--- src/logic/mul_types_pkg.sv ---
// multiply datapath types
`default_nettype none

package mul_types_pkg;

    // ====================================================================
    // widths
    // ====================================================================
    localparam int xlen   = 64;
    localparam int word_w = 32;
    // two guard bits so unsigned 64-bit operands stay positive
    localparam int ext_w  = 66;
    localparam int prod_w = 2 * ext_w;

    // ====================================================================
    // vector types
    // ====================================================================
    typedef logic [xlen-1:0]          xword_t;
    typedef logic signed [ext_w-1:0]  ext_operand_t;
    typedef logic signed [prod_w-1:0] wide_product_t;

    // [1] multiplicand signed, [0] multiplier signed
    typedef logic [1:0] sign_mode_t;

    // ====================================================================
    // request and result
    // ====================================================================
    typedef struct packed {
        logic       mulw;
        sign_mode_t sign_mode;
        xword_t     multiplicand;
        xword_t     multiplier;
    } mul_req_t;

    typedef struct packed {
        xword_t hi;
        xword_t lo;
    } mul_result_t;

endpackage

`default_nettype wire

--- src/logic/mul_operand_format.sv ---
// multiply operand conditioning
`timescale 1ns/1ps
`default_nettype none

module mul_operand_format
    import mul_types_pkg::*;
(
    input  logic         clk,
    input  logic         rst,
    input  logic         accept,
    input  mul_req_t     req,
    output ext_operand_t op_a,
    output ext_operand_t op_b,
    output logic         mulw_q
);

    ext_operand_t op_a_d;
    ext_operand_t op_b_d;

    // ====================================================================
    // sign extension to the 66-bit signed form
    // ====================================================================
    function automatic ext_operand_t extend_operand(
        input xword_t value,
        input logic   is_signed,
        input logic   word_mode
    );
        logic                   sign_bit;
        logic [xlen-word_w-1:0] upper;
        logic [ext_w-xlen-1:0]  guard;

        // effective sign depends on operand width
        if (word_mode) begin
            sign_bit = value[word_w-1];
        end else begin
            sign_bit = value[xlen-1];
        end

        // word mode ignores whatever sits in the upper half
        if (word_mode) begin
            upper = is_signed ? {(xlen-word_w){sign_bit}} : '0;
        end else begin
            upper = value[xlen-1:word_w];
        end

        guard = is_signed ? {(ext_w-xlen){sign_bit}} : '0;
        return {guard, upper, value[word_w-1:0]};
    endfunction

    assign op_a_d = extend_operand(req.multiplicand, req.sign_mode[1], req.mulw);
    assign op_b_d = extend_operand(req.multiplier, req.sign_mode[0], req.mulw);

    // ====================================================================
    // capture on accept
    // ====================================================================
    always_ff @(posedge clk) begin
        if (rst) begin
            op_a   <= '0;
            op_b   <= '0;
            mulw_q <= 1'b0;
        end else if (accept) begin
            op_a   <= op_a_d;
            op_b   <= op_b_d;
            mulw_q <= req.mulw;
        end
    end

endmodule

`default_nettype wire

--- config.mk ---
export PLATFORM = sky130hd
export DESIGN_NAME = mul_operand_format
export DESIGN_NICKNAME = d
export VERILOG_FILES = /design/src/logic/mul_types_pkg.sv /design/src/logic/mul_operand_format.sv
export SDC_FILE = /design/constraint.sdc
export NUM_CORES = 1
export LEC_CHECK = 0
export BUFFER_PORTS_ARGS = -buffer_cell sky130_fd_sc_hd__buf_4
export CORE_MARGIN = 2
export CORE_UTILIZATION = 46
export CTS_CLUSTER_DIAMETER = 50
export DETAILED_ROUTE_END_ITERATION = 12
export HOLD_SLACK_MARGIN = 0.03
export PLACE_DENSITY = 0.81
export SLEW_MARGIN = 10
export SYNTH_ARGS = -nofsm -noshare
export SYNTH_HDL_FRONTEND = slang
export SYNTH_SLANG_ARGS = --single-unit
--- constraint.sdc ---
create_clock -name clk -period 1.5 [get_ports clk]
set_clock_uncertainty 0.1 [all_clocks]
set_input_delay 0.3 -clock clk [delete_from_list [all_inputs] [get_ports clk]]
set_output_delay 0.3 -clock clk [all_outputs]
set_load 0.1 [all_outputs]
==> out/metrics.json <==
{
  "power_density_mw_per_mm2": 1360,
  "antenna_found_initial": 0,
  "routedWlPerCell_microns": 16.09,
  "layoutNonFillerInstCount": 936,
  "routabilityCongestion": 0.8096,
  "cts-root-buf": "sky130_fd_sc_hd__clkbuf_16",
  "rows": 39,
  "crit_slowest_cell": "sky130_fd_sc_hd__dfxtp_1",
  "area.sequential_sq_mm": 0.002625,
  "crit_path_max_fanout": 2,
  "hold-path-cell-count": 3,
  "pin_count": 267,
  "start_util_pct": 47.22,
  "syn_to_final_growth_pct": 53.96,
  "ir_drop_mv": 0.8048,
  "reg2reg_from": "op_a[34]",
  "mappedNetlistNets": 648,
  "detail_route.vias_per_cell": 5.136,
  "antenna_violating_nets_post_route": 0,
  "avgSynthCellArea_sq_um": 10.49,
  "dpl_cell_area_sq_mm": 0.007497,
  "power.share.sequential_pct": 34.0,
  "cell_area_after_technology_mapping_sq_mm": 0.005391,
  "comb_power_share_pct": 27.1,
  "tritoncts": "yes",
  "timing_worst_setup_path_type": "reg -> out",
  "worst_r2r_path_depth": 2,
  "worst_case_clock_buffer_depth": 2,
  "design.core.area_sq_mm": 0.01142,
  "synth_cells": 514,
  "grt_pass1_wl_microns": 23380,
  "switching_share_pct": 34.15,
  "ff2ff_setup_slack_ns": 0.62,
  "floorplan.die_area_sq_mm": 0.01260,
  "post-route-drc-count": 0,
  "status": "finished clean",
  "timing_max_transition_violations_final": 0,
  "flip_flop_and_latch_count_after_synthesis": 131,
  "power.static_leakage_uw": 0.003802,
  "final.period_utilization_pct": 98.28,
  "part_of_the_yosys_area_used_for_sequential_elements_pct": 48.64,
  "tns_ns": 0,
  "cap_viol_max_count": 0,
  "intPower_uw": 7433,
  "grt_setup_unrepaired": "false",
  "final_hold_viol_count": 0,
  "tightestPinTransition_ns": 0.3496,
  "path_category_of_the_worst_min_delay_check": "in -> reg",
  "endpoint_kind_of_the_worst_setup_timing_path": "output port",
  "worst-path-stages": 1,
  "post_route_cells_drive_above_1_share_pct": 45.78,
  "worstPathRequired_ns": 1.10,
  "worst_slack_ns": 0.02576,
  "cp_data_arrival_time_ns": 1.07,
  "post-route-min-period_ns": 1.474,
  "hold_path_startpoint": "req[86]",
  "critical-path-top-delay-family": "flip-flops",
  "dp_worst_setup_slack_ns": 0.08904,
  "globalRouteTotalUtil_pct": 23.14,
  "hold_end": "op_a[22]",
  "synth_cell_type_count": 17,
  "n_fill_cell": 807,
  "grt_start_max_net_pins": 68,
  "clkLatencyLatePin_ns": 0.41,
  "drt-initial-drc-count": 190,
  "numCtsBuffers": 17,
  "route.vias.total": 4807,
  "regToRegEndpoint": "op_a[34]",
  "count_of_input_and_output_buffers": 266,
  "synth.yosys.warnings": 0,
  "floorplan.die.height_microns": 112.3,
  "layout_commonest_cell": "sky130_fd_sc_hd__buf_4",
  "max_stage_delay_ns": 0.36,
  "chipWidth_microns": 112.3,
  "h_tree_depth": 4,
  "crit_path_cell_trace": "buf_4",
  "dp.cells": 888,
  "drt_pass1_iterations": 7,
  "crit_path_start_kind": "flip-flop",
  "routed_wl_microns": 15060,
  "power.net_switching_uw": 3855,
  "worst_setup_hold_path_clk_slew_ns": 0.05,
  "grt_pass1_vias": 4722,
  "dp_hpwl_microns": 10800,
  "layout.cells.most_common_list": "270 x sky130_fd_sc_hd__buf_4, 129 x sky130_fd_sc_hd__dfxtp_1, 127 x sky130_fd_sc_hd__nor2_1",
  "clock_power_share_pct": 38.9,
  "antenna_cells": 0,
  "critical_path_buf_inv_count": 1,
  "cts.sinks": 131,
  "fmaxAchievable_mhz": 678.3,
  "timing.max_slew.rel_slack_pct": 76.70,
  "hold_ws_ns": 0.03560,
  "global_route_overflow": 0,
  "num-nets-final": 914,
  "stdcell_area_sq_mm": 0.008300,
  "finalSetupViolations": 0,
  "area_of_combinational_cells_with_multiple_inputs_sq_mm": 0.002437
}
## through the flow
stage	total power (uW)	util, %
global route	11640	72.69
floorplan	6146	-
detailed placement	6936	65.66
finish	11290	72.69
global placement	6884	65.66
CTS	11350	72.54
## layer usage
| metal | share of wire [%] | GRT usage, % | wire length (microns) |
|---|---|---|---|
| met1 | 39 | 26.25 | 5908 |
| met2 | 50 | 39.20 | 7535 |
| met3 | 6.1 | 6.641 | 914 |
| met4 | 4.6 | 12.85 | 698 |
| met5 | 0 | 0 | 0 |
## cell families after synthesis
family	after synthesis	synth area share, %
AOI/OAI and AO/OA	66	15.18
buffers and inverters	52	6.150
DFF	131	48.64
muxes	65	12.07
and+or+nand+nor	200	17.96
## repair_timing
item                                   CTS  global route
resized for setup                        0             2
endpoints found under the hold margin   15             1
setup endpoints to repair                0             2
buffers inserted                         0             0
hold buffers                            15             1
## flip-flops by register name, indices dropped and copies added, names as in the netlist
name,flops
op_a,65
op_b,65
mulw_q,1
## area by class of cell
type / count / share of cell area, %
clock buffers: 20 / 5.502
repair buffers: 299 / 29.20
well taps: 143 / 2.156
clock inverters: 12 / 2.156
flip-flops and latches: 131 / 31.62
multi-input cells: 331 / 29.36
## synth_stat cells, drive strengths merged
cell type / number / area, sq um
nand3b: 6 / 45.04
nand3: 2 / 27.53
mux2i: 65 / 650.6
clkbuf: 11 / 41.29
buf: 41 / 290.3
dfxtp: 131 / 2623
nand2b: 64 / 412.9
a311oi: 62 / 793.3
nand4: 1 / 6.260
a31oi: 4 / 25.02
nor2: 127 / 476.7
## worst max-delay path by stage
stage                        start       end  slack (ns)
final                     op_b[39]  op_b[39]        0.03
after global routing      op_a[63]  op_a[63]       0.002
after CTS                 op_b[39]  op_b[39]        0.02
after detailed placement  req[130]  op_a[40]        0.09
after global placement      accept  op_b[53]        0.17
after floorplan           op_b[39]  op_b[39]        0.04
## power by group through the flow
stage	logic, uW	registers, uW	clock network [uW]
global route	3170	3860	4610
finish	3060	3840	4390
detailed placement	3030	3910	0
CTS	3070	3840	4450
floorplan	645	5500	0
global placement	2990	3900	0
No activity file was read; power rests on OpenSTA's default activity.
